[src/tscPkg.sv]
package tscPkg;

    // ~~~~~~~~~~~~~~~~~~~~~~~~~~~~~~~~~~~~~~~~~~~~~~~~~~~~~~~~~~~~~~~~~~~~~~~~~
    // Machine size
    // ~~~~~~~~~~~~~~~~~~~~~~~~~~~~~~~~~~~~~~~~~~~~~~~~~~~~~~~~~~~~~~~~~~~~~~~~~
    localparam int WordWidth = 16;
    localparam int NumRegs   = 4;

    // ~~~~~~~~~~~~~~~~~~~~~~~~~~~~~~~~~~~~~~~~~~~~~~~~~~~~~~~~~~~~~~~~~~~~~~~~~
    // Opcodes
    // ~~~~~~~~~~~~~~~~~~~~~~~~~~~~~~~~~~~~~~~~~~~~~~~~~~~~~~~~~~~~~~~~~~~~~~~~~
    localparam logic [3:0] BneOp   = 4'd0;
    localparam logic [3:0] BeqOp   = 4'd1;
    localparam logic [3:0] BgzOp   = 4'd2;
    localparam logic [3:0] BlzOp   = 4'd3;
    localparam logic [3:0] AdiOp   = 4'd4;
    localparam logic [3:0] OriOp   = 4'd5;
    localparam logic [3:0] LwdOp   = 4'd7;
    localparam logic [3:0] SwdOp   = 4'd8;
    localparam logic [3:0] JalOp   = 4'd10;
    localparam logic [3:0] RtypeOp = 4'd15;  // ALU ops, WWD and JRL share this

    // Function codes of the register format
    localparam logic [5:0] FuncAdd = 6'd0;
    localparam logic [5:0] FuncSub = 6'd1;
    localparam logic [5:0] FuncAnd = 6'd2;
    localparam logic [5:0] FuncOrr = 6'd3;
    localparam logic [5:0] FuncNot = 6'd4;
    localparam logic [5:0] FuncTcp = 6'd5;
    localparam logic [5:0] FuncShl = 6'd6;
    localparam logic [5:0] FuncShr = 6'd7;   // Highest ALU function code
    localparam logic [5:0] FuncJrl = 6'd26;
    localparam logic [5:0] FuncWwd = 6'd28;

    // ~~~~~~~~~~~~~~~~~~~~~~~~~~~~~~~~~~~~~~~~~~~~~~~~~~~~~~~~~~~~~~~~~~~~~~~~~
    // ALU operation codes
    // ~~~~~~~~~~~~~~~~~~~~~~~~~~~~~~~~~~~~~~~~~~~~~~~~~~~~~~~~~~~~~~~~~~~~~~~~~
    localparam logic [3:0] AluAdd  = 4'd0;
    localparam logic [3:0] AluSub  = 4'd1;
    localparam logic [3:0] AluAnd  = 4'd2;
    localparam logic [3:0] AluOr   = 4'd3;
    localparam logic [3:0] AluNot  = 4'd4;
    localparam logic [3:0] AluTcp  = 4'd5;   // Two's complement negate
    localparam logic [3:0] AluAls  = 4'd6;
    localparam logic [3:0] AluArs  = 4'd7;
    localparam logic [3:0] AluZero = 4'd8;

    // One instruction word, seen as R-format or as I-format
    typedef union packed {
        struct packed {
            logic [3:0] opcode;
            logic [1:0] rs;
            logic [1:0] rt;
            logic [1:0] rd;
            logic [5:0] func;
        } r;
        struct packed {
            logic [3:0] opcode;
            logic [1:0] rs;
            logic [1:0] rt;
            logic [7:0] imm;
        } i;
    } instrT;

endpackage

[src/aluControl.sv]
`timescale 1ns/1ps

module aluControl (
    input  logic       isAlu,
    input  logic [3:0] opcode,
    input  logic [5:0] func,
    output logic [3:0] aluOp
);

    import tscPkg::*;

    always_comb begin
        if (isAlu) begin
            case (func)
                FuncAdd: aluOp = AluAdd;
                FuncSub: aluOp = AluSub;
                FuncAnd: aluOp = AluAnd;
                FuncOrr: aluOp = AluOr;
                FuncNot: aluOp = AluNot;
                FuncTcp: aluOp = AluTcp;
                FuncShl: aluOp = AluAls;
                FuncShr: aluOp = AluArs;
                default: aluOp = AluZero;
            endcase
        end else if (opcode == RtypeOp && (func == FuncWwd || func == FuncJrl)) begin
            aluOp = AluAdd;                      // WWD passes rs, JRL keeps its add
        end else begin
            case (opcode)
                AdiOp,
                LwdOp,
                SwdOp,
                BgzOp,
                BlzOp,
                JalOp:   aluOp = AluAdd;
                OriOp:   aluOp = AluOr;
                BneOp,
                BeqOp:   aluOp = AluSub;         // Compare by difference
                default: aluOp = AluZero;
            endcase
        end
    end

endmodule

[src/instrDecoder.sv]
`timescale 1ns/1ps

module instrDecoder (
    input  tscPkg::instrT instr,
    output logic [1:0]    rs,
    output logic [1:0]    rt,
    output logic [1:0]    wAddr,
    output logic          regWe,
    output logic          isAlu,
    output logic          useImm,
    output logic          signExtImm,
    output logic          isWwd,
    output logic          isLoad,
    output logic          isStore,
    output logic          isBranch,
    output logic [3:0]    opcode,
    output logic [5:0]    func,
    output logic [7:0]    imm
);

    import tscPkg::*;

    logic isRtype;
    logic isAdi;
    logic isOri;

    // Fields common to both formats come from the R view
    assign opcode = instr.r.opcode;
    assign rs     = instr.r.rs;
    assign rt     = instr.r.rt;
    assign func   = instr.r.func;
    assign imm    = instr.i.imm;             // Same bits as rd and func

    assign isRtype = (opcode == RtypeOp);
    assign isAdi   = (opcode == AdiOp);
    assign isOri   = (opcode == OriOp);

    assign isAlu    = isRtype && (func <= FuncShr);
    assign isWwd    = isRtype && (func == FuncWwd);
    assign isLoad   = (opcode == LwdOp);
    assign isStore  = (opcode == SwdOp);
    assign isBranch = (opcode == BneOp) || (opcode == BeqOp) ||
                      (opcode == BgzOp) || (opcode == BlzOp);

    assign useImm     = isAdi || isOri || isLoad || isStore;
    assign signExtImm = isAdi || isLoad || isStore;  // ORI alone zero-extends

    // R-format writes rd, the immediate forms write rt
    assign regWe = isAlu || isAdi || isOri;
    assign wAddr = isAlu ? instr.r.rd : instr.i.rt;

endmodule

[src/alu.sv]
`timescale 1ns/1ps

module alu (
    input  logic [tscPkg::WordWidth-1:0] a,
    input  logic [tscPkg::WordWidth-1:0] b,
    input  logic [3:0]                   aluOp,
    output logic [tscPkg::WordWidth-1:0] y,
    output logic                         zero
);

    import tscPkg::*;

    logic [WordWidth-1:0] sum;
    logic [WordWidth-1:0] diff;

    assign sum  = a + b;
    assign diff = a - b;

    always_comb begin
        case (aluOp)
            AluAdd: begin
                y = sum;
            end
            AluSub: begin
                y = diff;
            end
            AluAnd: begin
                y = a & b;
            end
            AluOr: begin
                y = a | b;
            end
            AluNot: begin
                y = ~a;
            end
            AluTcp: begin
                y = ~a + {{(WordWidth-1){1'b0}}, 1'b1};
            end
            AluAls: begin
                y = {a[WordWidth-2:0], 1'b0};           // Same bits as a logical shift
            end
            AluArs: begin
                y = {a[WordWidth-1], a[WordWidth-1:1]}; // Sign bit is kept
            end
            default: begin
                y = '0;
            end
        endcase
    end

    assign zero = (y == '0);

endmodule

[src/regFile.sv]
`timescale 1ns/1ps

module regFile (
    input  logic                         clk,
    input  logic                         rstN,
    input  logic                         we,
    input  logic [1:0]                   rAddr1,
    input  logic [1:0]                   rAddr2,
    input  logic [1:0]                   wAddr,
    input  logic [tscPkg::WordWidth-1:0] wData,
    output logic [tscPkg::WordWidth-1:0] rData1,
    output logic [tscPkg::WordWidth-1:0] rData2
);

    import tscPkg::*;

    logic [WordWidth-1:0] regs [NumRegs];

    always_ff @(posedge clk or negedge rstN) begin
        if (!rstN) begin
            for (int k = 0; k < NumRegs; k++) begin
                regs[k] <= '0;
            end
        end else if (we) begin
            regs[wAddr] <= wData;
        end
    end

    // A write still on its way from the execute stage is forwarded to the readers
    assign rData1 = (we && wAddr == rAddr1) ? wData : regs[rAddr1];
    assign rData2 = (we && wAddr == rAddr2) ? wData : regs[rAddr2];

    // The write address comes registered from the execute stage
    assert property (@(posedge clk) disable iff (!rstN) we |-> !$isunknown(wAddr))
        else $error("regFile: write with unknown address");

endmodule

[src/execStage.sv]
`timescale 1ns/1ps

module execStage (
    input  logic                         clk,
    input  logic                         rstN,
    input  logic                         instrValid,
    input  logic                         isAlu,
    input  logic                         useImm,
    input  logic                         signExtImm,
    input  logic                         isWwd,
    input  logic                         isLoad,
    input  logic                         isStore,
    input  logic                         isBranch,
    input  logic                         regWeIn,
    input  logic [1:0]                   wAddrIn,
    input  logic [3:0]                   opcode,
    input  logic [5:0]                   func,
    input  logic [7:0]                   imm,
    input  logic [tscPkg::WordWidth-1:0] rsData,
    input  logic [tscPkg::WordWidth-1:0] rtData,
    output logic                         regWe,
    output logic [1:0]                   wAddr,
    output logic [tscPkg::WordWidth-1:0] wData,
    output logic                         outValid,
    output logic [tscPkg::WordWidth-1:0] outData,
    output logic                         memRead,
    output logic                         memWrite,
    output logic [tscPkg::WordWidth-1:0] memAddr,
    output logic [tscPkg::WordWidth-1:0] memWdata,
    output logic                         branchValid,
    output logic                         branchTaken
);

    import tscPkg::*;

    logic [3:0]           aluOp;
    logic [WordWidth-1:0] extImm;
    logic [WordWidth-1:0] opB;
    logic [WordWidth-1:0] aluY;
    logic                 aluZero;
    logic                 zeroB;
    logic                 taken;

    // ~~~~~~~~~~~~~~~~~~~~~~~~~~~~~~~~~~~~~~~~~~~~~~~~~~~~~~~~~~~~~~~~~~~~~~~~~
    // Operands and ALU
    // ~~~~~~~~~~~~~~~~~~~~~~~~~~~~~~~~~~~~~~~~~~~~~~~~~~~~~~~~~~~~~~~~~~~~~~~~~
    assign extImm = signExtImm ? {{(WordWidth-8){imm[7]}}, imm} : {{(WordWidth-8){1'b0}}, imm};

    // BGZ, BLZ and WWD add zero so that rs itself comes out of the ALU
    assign zeroB = isWwd || (isBranch && (opcode == BgzOp || opcode == BlzOp));
    assign opB   = useImm ? extImm : (zeroB ? '0 : rtData);

    aluControl uAluCtrl (
        .isAlu  (isAlu),
        .opcode (opcode),
        .func   (func),
        .aluOp  (aluOp)
    );

    alu uAlu (
        .a     (rsData),
        .b     (opB),
        .aluOp (aluOp),
        .y     (aluY),
        .zero  (aluZero)
    );

    always_comb begin
        case (opcode)
            BeqOp:   taken = aluZero;
            BneOp:   taken = !aluZero;
            BgzOp:   taken = !aluY[WordWidth-1] && !aluZero;
            BlzOp:   taken = aluY[WordWidth-1];
            default: taken = 1'b0;
        endcase
    end

    // ~~~~~~~~~~~~~~~~~~~~~~~~~~~~~~~~~~~~~~~~~~~~~~~~~~~~~~~~~~~~~~~~~~~~~~~~~
    // Outcome registers
    // ~~~~~~~~~~~~~~~~~~~~~~~~~~~~~~~~~~~~~~~~~~~~~~~~~~~~~~~~~~~~~~~~~~~~~~~~~
    always_ff @(posedge clk or negedge rstN) begin
        if (!rstN) begin
            regWe       <= 1'b0;
            outValid    <= 1'b0;
            memRead     <= 1'b0;
            memWrite    <= 1'b0;
            branchValid <= 1'b0;
        end else begin
            regWe       <= instrValid && regWeIn;
            outValid    <= instrValid && isWwd;
            memRead     <= instrValid && isLoad;
            memWrite    <= instrValid && isStore;
            branchValid <= instrValid && isBranch;
        end
    end

    always_ff @(posedge clk) begin
        if (instrValid) begin
            wAddr       <= wAddrIn;
            wData       <= aluY;
            outData     <= aluY;
            memAddr     <= aluY;        // rs plus the sign-extended offset
            memWdata    <= rtData;
            branchTaken <= taken;
        end
    end

    // The decoder never marks one instruction as both load and store
    assert property (@(posedge clk) disable iff (!rstN) !(memRead && memWrite))
        else $error("execStage: load and store strobes together");

endmodule

[src/tscExecCore.sv]
`timescale 1ns/1ps

module tscExecCore (
    input  logic                         clk,
    input  logic                         rstN,
    input  logic                         instrValid,
    input  tscPkg::instrT                instr,
    output logic                         regWe,
    output logic [1:0]                   wAddr,
    output logic [tscPkg::WordWidth-1:0] wData,
    output logic                         outValid,
    output logic [tscPkg::WordWidth-1:0] outData,
    output logic                         memRead,
    output logic                         memWrite,
    output logic [tscPkg::WordWidth-1:0] memAddr,
    output logic [tscPkg::WordWidth-1:0] memWdata,
    output logic                         branchValid,
    output logic                         branchTaken
);

    import tscPkg::*;

    logic [1:0]           rs;
    logic [1:0]           rt;
    logic [1:0]           decWAddr;
    logic                 decRegWe;
    logic                 isAlu;
    logic                 useImm;
    logic                 signExtImm;
    logic                 isWwd;
    logic                 isLoad;
    logic                 isStore;
    logic                 isBranch;
    logic [3:0]           opcode;
    logic [5:0]           func;
    logic [7:0]           imm;
    logic [WordWidth-1:0] rsData;
    logic [WordWidth-1:0] rtData;

    instrDecoder uDec (
        .instr      (instr),
        .rs         (rs),
        .rt         (rt),
        .wAddr      (decWAddr),
        .regWe      (decRegWe),
        .isAlu      (isAlu),
        .useImm     (useImm),
        .signExtImm (signExtImm),
        .isWwd      (isWwd),
        .isLoad     (isLoad),
        .isStore    (isStore),
        .isBranch   (isBranch),
        .opcode     (opcode),
        .func       (func),
        .imm        (imm)
    );

    // Written from the registered outcome of the execute stage
    regFile uRegs (
        .clk    (clk),
        .rstN   (rstN),
        .we     (regWe),
        .rAddr1 (rs),
        .rAddr2 (rt),
        .wAddr  (wAddr),
        .wData  (wData),
        .rData1 (rsData),
        .rData2 (rtData)
    );

    execStage uExec (
        .clk         (clk),
        .rstN        (rstN),
        .instrValid  (instrValid),
        .isAlu       (isAlu),
        .useImm      (useImm),
        .signExtImm  (signExtImm),
        .isWwd       (isWwd),
        .isLoad      (isLoad),
        .isStore     (isStore),
        .isBranch    (isBranch),
        .regWeIn     (decRegWe),
        .wAddrIn     (decWAddr),
        .opcode      (opcode),
        .func        (func),
        .imm         (imm),
        .rsData      (rsData),
        .rtData      (rtData),
        .regWe       (regWe),
        .wAddr       (wAddr),
        .wData       (wData),
        .outValid    (outValid),
        .outData     (outData),
        .memRead     (memRead),
        .memWrite    (memWrite),
        .memAddr     (memAddr),
        .memWdata    (memWdata),
        .branchValid (branchValid),
        .branchTaken (branchTaken)
    );

endmodule

[config.mk]
export PLATFORM = sky130hd
export DESIGN_NAME = tscExecCore
export DESIGN_NICKNAME = d
export VERILOG_FILES = /design/src/tscPkg.sv /design/src/aluControl.sv /design/src/instrDecoder.sv /design/src/alu.sv /design/src/regFile.sv /design/src/execStage.sv /design/src/tscExecCore.sv
export SDC_FILE = /design/constraint.sdc
export NUM_CORES = 1
export LEC_CHECK = 0
export ABC_CLOCK_PERIOD_IN_PS = 15500
export BUFFER_PORTS_ARGS = -buffer_cell sky130_fd_sc_hd__buf_2
export CAP_MARGIN = 10
export CORE_ASPECT_RATIO = 1.1
export CORE_MARGIN = 2
export CORE_UTILIZATION = 55
export DETAILED_ROUTE_END_ITERATION = 10
export PLACE_DENSITY_LB_ADDON = 0.05
export SYNTH_ARGS = -nofsm -noshare
export SYNTH_HDL_FRONTEND = slang
export SYNTH_SLANG_ARGS = --single-unit
[constraint.sdc]
create_clock -name clk -period 15.5 [get_ports clk]
set_clock_uncertainty 0.05 [all_clocks]
set_input_delay 0 -clock clk [delete_from_list [all_inputs] [get_ports clk]]
set_output_delay 0 -clock clk [all_outputs]
set_load 0.01 [all_outputs]
# Word level (Yosys, flattened, before mapping)
# Memories as Yosys holds them, arrays and structs flattened.
# Index checks and enable logic that the tools add are counted.
[word_totals] romBits=72 ff_bits=104 out_inout_bits=72 memories=2 word_cells=100
[mem_list] memory="(name not given)" words=16 width=3 rd=1 rd_clocked_by_memory_dff=0 wr=0 line="aluControl.sv:28" rtl="case (opcode)"
[mem_list] memory="(name not given)" words=8 width=3 rd=1 rd_clocked_by_memory_dff=0 wr=0 line="aluControl.sv:14" rtl="case (func)"
[classes] bitwise=6 n_lt_le_gt_ge=5 n_reduce_logical=32 add_sub_neg=3 mux=20 n_eq_ne=19
[ops] cell="$mux W16" count=10
[ops] cell="$pmux W16 S8" count=1
[ops] cell="$bmux W16 S2" count=2
[ops] cell="$bwmux W64" count=1
[ops] cell="$demux W16 S2" count=1
[ops] cell="$eq A4 B3 Y1 const B" count=7
[ops] cell="$add A16 B1 Y16 const B" count=1
[ops] cell="$add A16 B16 Y16" count=1
[ops] cell="$and A16 B16 Y16" count=1
[ops] cell="$eq A4 B2 Y1 const B" count=4
[ops] cell="$logic_not A16 Y1" count=1
[ops] cell="$not A16 Y16" count=1
[ops] cell="$or A16 B16 Y16" count=1
[ops] cell="$sub A16 B16 Y16" count=1
[ops] cell="$logic_and A1 B1 Y1" count=13
[ops] cell="$logic_or A1 B1 Y1" count=13
[ops] cell="$eq A6 B5 Y1 const B" count=2
[ops] cell="$mux W4" count=3
[ops] cell="$ge A3 B3 Y1 const B" count=3
[ops] cell="$not A2 Y3" count=3
[ops] cell="$eq A4 B1 Y1 const B" count=2
[ops] cell="$eq A4 B4 Y1 const B" count=2
[ops] cell="$logic_not A4 Y1" count=2
[ops] cell="$le A6 B3 Y1 const B" count=1
[ops] cell="6 further kinds" count=8

# Longest topological paths before layout
[depth] word_depth=14 ltp_mapped=24

# Hierarchy
# From an unflattened synthesis, not the netlist that was laid out.
[hier_totals] hier_cells=753 area_unflattened_um2=8343.0
[by_module_without_submodules] module="regFile" cells_per_inst=219 seq_area_each_um2=1601.5 n_inst=1 area_each_um2=3776.1
[by_module_without_submodules] module="alu" cells_per_inst=365 seq_area_each_um2=0.0 n_inst=1 area_each_um2=2423.6
[by_module_without_submodules] module="execStage" cells_per_inst=106 seq_area_each_um2=1176.1 n_inst=1 area_each_um2=1705.4
[by_module_without_submodules] module="instrDecoder" cells_per_inst=46 seq_area_each_um2=0.0 n_inst=1 area_each_um2=331.6
[by_module_without_submodules] module="aluControl" cells_per_inst=17 seq_area_each_um2=0.0 n_inst=1 area_each_um2=106.4

# Least setup slack after synthesis
# OpenSTA, ideal clock, no wires.
[synth_path] kind="flip-flop to flip-flop" start="register uExec.wAddr[0]" end="register uExec.branchTaken (data pin)" t_required_ps=15280 path_buffers=2 arrival_ps=5295 setup_ps=170 path_stages_with_launch=23 slack_ps=9985 cell_sequence="edfxtp_1 -> buf_4 -> xor2_2 -> nor3_2 -> buf_4 -> mux2_2 -> a22oi_1 -> ha_1 -> nand2_1 -> nor2_1 -> a21oi_1 -> xnor2_1 -> ha_1 -> a21oi_1 -> nor3b_1 -> a21oi_1 -> or2_2 -> nand3_1 -> nand3_1 -> or4_4 -> nor3_2 -> or3b_1 -> a311oi_2"
[synth_via] elab_chain_cells=11 elab_cells_between_ends=20 classes_between="add/sub: 3; eq/ne: 2; mux: 6; bitwise: 3; reduce/logical: 6"
[synth_rtl] element="start, declared" line="execStage.sv:22" rtl="output logic [1:0] wAddr,"
[synth_rtl] element="start signal, assigned" line="execStage.sv:99" rtl="wAddr <= wAddrIn;"
[synth_rtl] element="$eq A2 B2 Y1 *" line="regFile.sv:31" rtl="assign rData2 = (we && wAddr == rAddr2) ? wData : regs[rAddr2];"
[synth_rtl] element="$logic_and A1 B1 Y1 *" line="regFile.sv:31"
[synth_rtl] element="$mux W16 *" line="regFile.sv:31"
[synth_rtl] element="net rtData[0]" line="tscExecCore.sv:38" rtl="logic [WordWidth-1:0] rtData;"
[synth_rtl] element="$mux W16 * (2 in a row)" line="execStage.sv:51" rtl="assign opB = useImm ? extImm : (zeroB ? '0 : rtData);"
[synth_rtl] element="$sub A16 B16 Y16 / $add A16 B16 Y16 (equally long branches)" line="alu.sv:17, alu.sv:16"
[synth_rtl] element="$pmux W16 S8 *" line="alu.sv:20" rtl="case (aluOp)"
[synth_rtl] element="net uExec.aluY[11]" line="execStage.sv:39" rtl="logic [WordWidth-1:0] aluY;"
[synth_rtl] element="$logic_not A16 Y1 *" line="alu.sv:51" rtl="assign zero = (y == '0);"
[synth_rtl] element="$logic_not A1 Y1" line="execStage.sv:71, execStage.sv:72"
[synth_rtl] element="$logic_and A1 B1 Y1" line="execStage.sv:72" rtl="BgzOp: taken = !aluY[WordWidth-1] && !aluZero;"
[synth_rtl] element="$pmux W1 S4 *" line="execStage.sv:69" rtl="case (opcode)"
[synth_rtl] element="end signal, assigned" line="execStage.sv:104" rtl="branchTaken <= taken;"
[synth_rtl] element="end, declared" line="execStage.sv:31" rtl="output logic branchTaken"
# Mark *: on every way through the listed nets, which the timed path passes. The rest lies on a longest branch.
# A chain may end at the register's enable or synchronous reset.

# Worst setup path in the final report
[layout_path] start="register uExec.regWe" end="register uExec.branchTaken (data pin)"
[layout_via] elab_chain_cells=10 elab_cells_between_ends=18 classes_between="add/sub: 3; mux: 6; bitwise: 3; reduce/logical: 6"
[layout_rtl] element="start, declared" line="execStage.sv:21" rtl="output logic regWe,"
[layout_rtl] element="start signal, assigned" line="execStage.sv:89" rtl="regWe <= instrValid && regWeIn;"
[layout_rtl] element="$logic_and A1 B1 Y1" line="regFile.sv:31"
[layout_rtl] element="$mux W16" line="regFile.sv:31"
[layout_rtl] element="$mux W16 (2 in a row)" line="execStage.sv:51"
[layout_rtl] element="$sub A16 B16 Y16 (tied with other cells)" line="alu.sv:17" rtl="assign diff = a - b;"
[layout_rtl] element="$pmux W16 S8 *" line="alu.sv:20"
[layout_rtl] element="net uExec.aluY[13]" line="execStage.sv:39"
[layout_rtl] element="$logic_not A16 Y1 *" line="alu.sv:51"
[layout_rtl] element="$logic_not A1 Y1" line="execStage.sv:71, execStage.sv:72"
[layout_rtl] element="$logic_and A1 B1 Y1" line="execStage.sv:72"
[layout_rtl] element="$pmux W1 S4 *" line="execStage.sv:69"
# Marks and branches as above.

==> metrics.md <==
| Metric | Value |
|---|---|
| Later-pin clock latency in the skew report | `0.35 ns` |
| Nets@finish | `821` |
| Share of cells above drive strength 1 | `32.3%` |
| Initial antenna violation count | `0` |
| Worst Hold End | `uExec.branchValid` |
| Antenna Cells | `0` |
| Hold Crit Start | `instr[14]` |
| Worst path required time | `15.64 ns` |
| Wl on met1 | `10200 um` |
| Hold depth | `2` |
| HP Class | `primary input to register` |
| Max Cap Viol | `0` |
| Final Max Tran Viols | `0` |
| TritonCTS clock tree | `built` |
| Finished Core Util | `60.3%` |
| Htree depth | `3` |
| Max Used Layer | `met4` |
| Fmax | `161 MHz` |
| Wire length on met2 | `10800 um` |
| Crit path kind | `register to register` |
| Main combinational cell family by area after synthesis | `multiplexers` |
| DRT antenna net count | `0` |
| Rows | `46` |
| Wirelength per Cell | `23.4 um` |
| Clock Sinks | `104` |
| Reg2Reg Launch Point | `uExec.regWe` |
| Max VDD drop | `0.0000836 V` |
| IO buf count | `90` |
| Chip Height | `131 um` |
| Worst Path Max Fanout | `17` |
| R2r worst-path depth | `22` |
| Core area | `14400 sq um` |
| DR DRC count | `0` |
| Simple-gate portion of the synthesized area | `12.8%` |
| Synth Area in Compound Gates | `13.2%` |
| Status | `complete, no violations` |
| Crit-path cells | `clkinv_1 > nor3_2 > buf_4 > mux2i_1 > o21ai_0 > nor3_1 > and2_1 > nand2_1 > nor2_1 > a21oi_1 > xnor2_1 > ha_1 > a21oi_1 > nor3b_1 > a211oi_1 > nor3_1 > nand3b_1 > nand4_1 > or4_4 > nor3_2 > or3b_1 > a311oi_2` |
| Setup TNS Final | `0 ns` |
| Endpoint class of the critical path | `register` |
| RSZ-0062 raised after global routing | `false` |
| Slew @ Worst Pin | `1.02 ns` |
| Area growth syn-to-layout | `7.74%` |
| Critical path's top delay family | `simple AND/OR/NAND/NOR gates` |
| First-pass GRT wire length | `35800 um` |
| Initial Util | `55.9%` |
| Synth Area in XOR/XNOR | `5.32%` |
| Syn. warnings | `0` |
| Mapped Nets | `781` |
| Drt pass-1 iters | `5` |
| Final WL | `22800 um` |
| Gpl congestion | `0.948` |
| Cts bufs inserted | `9` |
| Post-synth EDFFs | `35` |
| Chip Width | `119 um` |
| Critical path's slowest cell | `dfrtp_1` |
| Slew margin rel. | `32.0%` |
| 1st-iter DRT viols | `432` |
| Register bit total from synthesis | `104` |
| Largest net degree at the start of global routing | `70` |
| Clk root buf | `clkbuf_16` |
| Arr. time, crit path | `6.35 ns` |
| DP Worst Slack | `9.35 ns` |
| Slowest cell delay on critical path | `0.62 ns` |
| Final HPWL DP | `17000 um` |
| Syn Area/Cell | `10.9 sq um` |
| Longest Clk Path Bufs | `2` |
| Vias in the first global route | `6177` |
| Met3 wire len | `1160 um` |
| Lkg Pwr | `3.83 nW` |
| Mapped Area | `8050 sq um` |
| Vias per cell | `6.41` |
| Final Hold Fails | `0` |
| Setup ws final | `9.29 ns` |
| Multiplexer area fraction after synthesis | `21.9%` |
| Mapped Cells | `739` |
| Total Routing Usage GR | `30.1%` |
| Post-CTS setup buffer count | `0` |
| Crit path launch | `uExec.regWe` |
| Final setup vio count | `0` |
| Flop2flop setup slack | `9.29 ns` |
| Grt total ovfl | `0` |
| Die ar. | `15600 sq um` |
| Period minus WS final | `6.21 ns` |
| I/O pin count | `91` |
| Final period util | `40.1%` |
| Count of different cell masters after synthesis | `91` |
| Sequential area share after synthesis | `34.5%` |
| Vias | `6252` |
| Top_reg_cell synth | `dfrtp_1` |
| Clk slew on worst S/H paths | `0.08 ns` |
| Reg-to-reg endpoint | `uExec.branchTaken` |
| Synth Area in Adders | `5.30%` |
| FFs w/ async S/R, synth | `66.3%` |
| Startpoint class of the critical path | `register` |
| Pwr/cell area | `167 nW/um^2` |
| Worst Path Buf+Inv | `2` |
layout make-up:
cell class | count | area [sq um]
fill | 1233 | 5720
multi-input combinational | 544 | 4720
sequential | 104 | 2780
timing repair buffer | 100 | 538
tap | 192 | 240
clock buffer | 9 | 225
clock inverter | 7 | 91.3
inverter | 20 | 75.1
routing by layer:
metal	global-route usage, %	vias to the layer above
met2	48.4	222
met1	42.0	3141
met3	4.73	40
met5	0	-
met4	10.4	0
li1	-	2849
timing repair:
item / CTS / global route
gates resized for setup: 0 / 0
endpoints found under the hold margin: 72 / 0
hold buffers: 5 / 0
state kept, by name, summed over array words and instances, names as in the netlist:
name and cells:
uExec.wAddr 2, uExec.memWdata 16, uExec.branchValid 1, uExec.outValid 1, uExec.memWrite 1, uExec.branchTaken 1
uExec.wData 16, uExec.memRead 1, uExec.regWe 1, uRegs.regs 64
report_power, final:
part | internal, mW | switching, mW
sequential | 0.376 | 0.0883
combinational | 0.331 | 0.412
clock | 0.129 | 0.116
metrics by stage:
stage	hold slack (ns)	area [sq um]	power [mW]	instances
4_1_cts	0.0131	8670	1.44	976
6_report	0.0259	8670	1.45	976
3_3_place_gp	0.186	8310	1.18	955
3_5_place_dp	0.203	8310	1.19	955
2_1_floorplan	-0.346	8050	1.00	739
5_1_grt	0.0602	8670	1.54	976
cell usage after synthesis (5+ instances only):
cell | instances | area share, %
nand3b_1 | 5 | 0.47
mux2i_1 | 12 | 1.5
xor2_1 | 16 | 1.7
or2_2 | 5 | 0.39
a22o_1 | 5 | 0.54
nand2b_1 | 7 | 0.54
mux4_2 | 32 | 9.0
o211ai_1 | 6 | 0.56
nand2_1 | 62 | 2.9
xnor2_1 | 21 | 2.3
o21ai_0 | 22 | 1.4
maj3_1 | 12 | 1.5
edfxtp_1 | 35 | 13
buf_2 | 12 | 0.75
a31oi_1 | 7 | 0.54
nor2_1 | 30 | 1.4
a21o_1 | 11 | 1.0
and2_1 | 7 | 0.54
inv_1 | 18 | 0.84
mux2_2 | 76 | 11
buf_4 | 37 | 3.5
ha_1 | 22 | 3.4
o22ai_1 | 6 | 0.47
a22oi_1 | 5 | 0.47
dfrtp_1 | 69 | 21
buf_6 | 6 | 0.84
nor3_1 | 14 | 0.87
nand3_1 | 13 | 0.81
a21oi_1 | 33 | 2.1
nand4_1 | 7 | 0.54
clkbuf_1 | 12 | 0.56
cell usage in the layout, fill, tap and decap left out, types with 6 or more instances in the layout:
cell type | Yosys | routed
buf_2 | 12 | 90
mux2_2 | 76 | 76
dfrtp_1 | 69 | 69
nand2_1 | 62 | 62
edfxtp_1 | 35 | 35
a21oi_1 | 33 | 33
mux4_2 | 32 | 32
nor2_1 | 30 | 30
o21ai_0 | 22 | 22
ha_1 | 22 | 22
xnor2_1 | 21 | 21
inv_1 | 18 | 18
xor2_1 | 16 | 16
nor3_1 | 14 | 13
nand3_1 | 13 | 13
mux2i_1 | 12 | 12
maj3_1 | 12 | 12
a21o_1 | 11 | 11
clkbuf_16 | 0 | 9
nand2b_1 | 7 | 7
a31oi_1 | 7 | 7
and2_1 | 7 | 7
nand4_1 | 7 | 7
o22ai_1 | 6 | 6
o211ai_1 | 6 | 6
cells by family (layout without fill, tap and decap cells):
family	after synthesis	count (layout)
flops	104	104
simple gates	192	192
buf+inv	91	136
mux	125	125
fa+ha+maj	36	36
compound gates	149	149
xor+xnor	42	42
worst max path at each step:
stage / slack, ns / cells after the start / endpoint
finish: 9.29 / 22 / uExec.branchTaken
CTS: 9.31 / 22 / uExec.branchTaken
floorplan: 9.98 / 22 / uExec.branchTaken
global route: 8.75 / 22 / uExec.branchTaken
global placement: 9.53 / 20 / uExec.branchTaken
detailed placement: 9.35 / 22 / uExec.branchTaken
(Power assumes the default switching activity.)
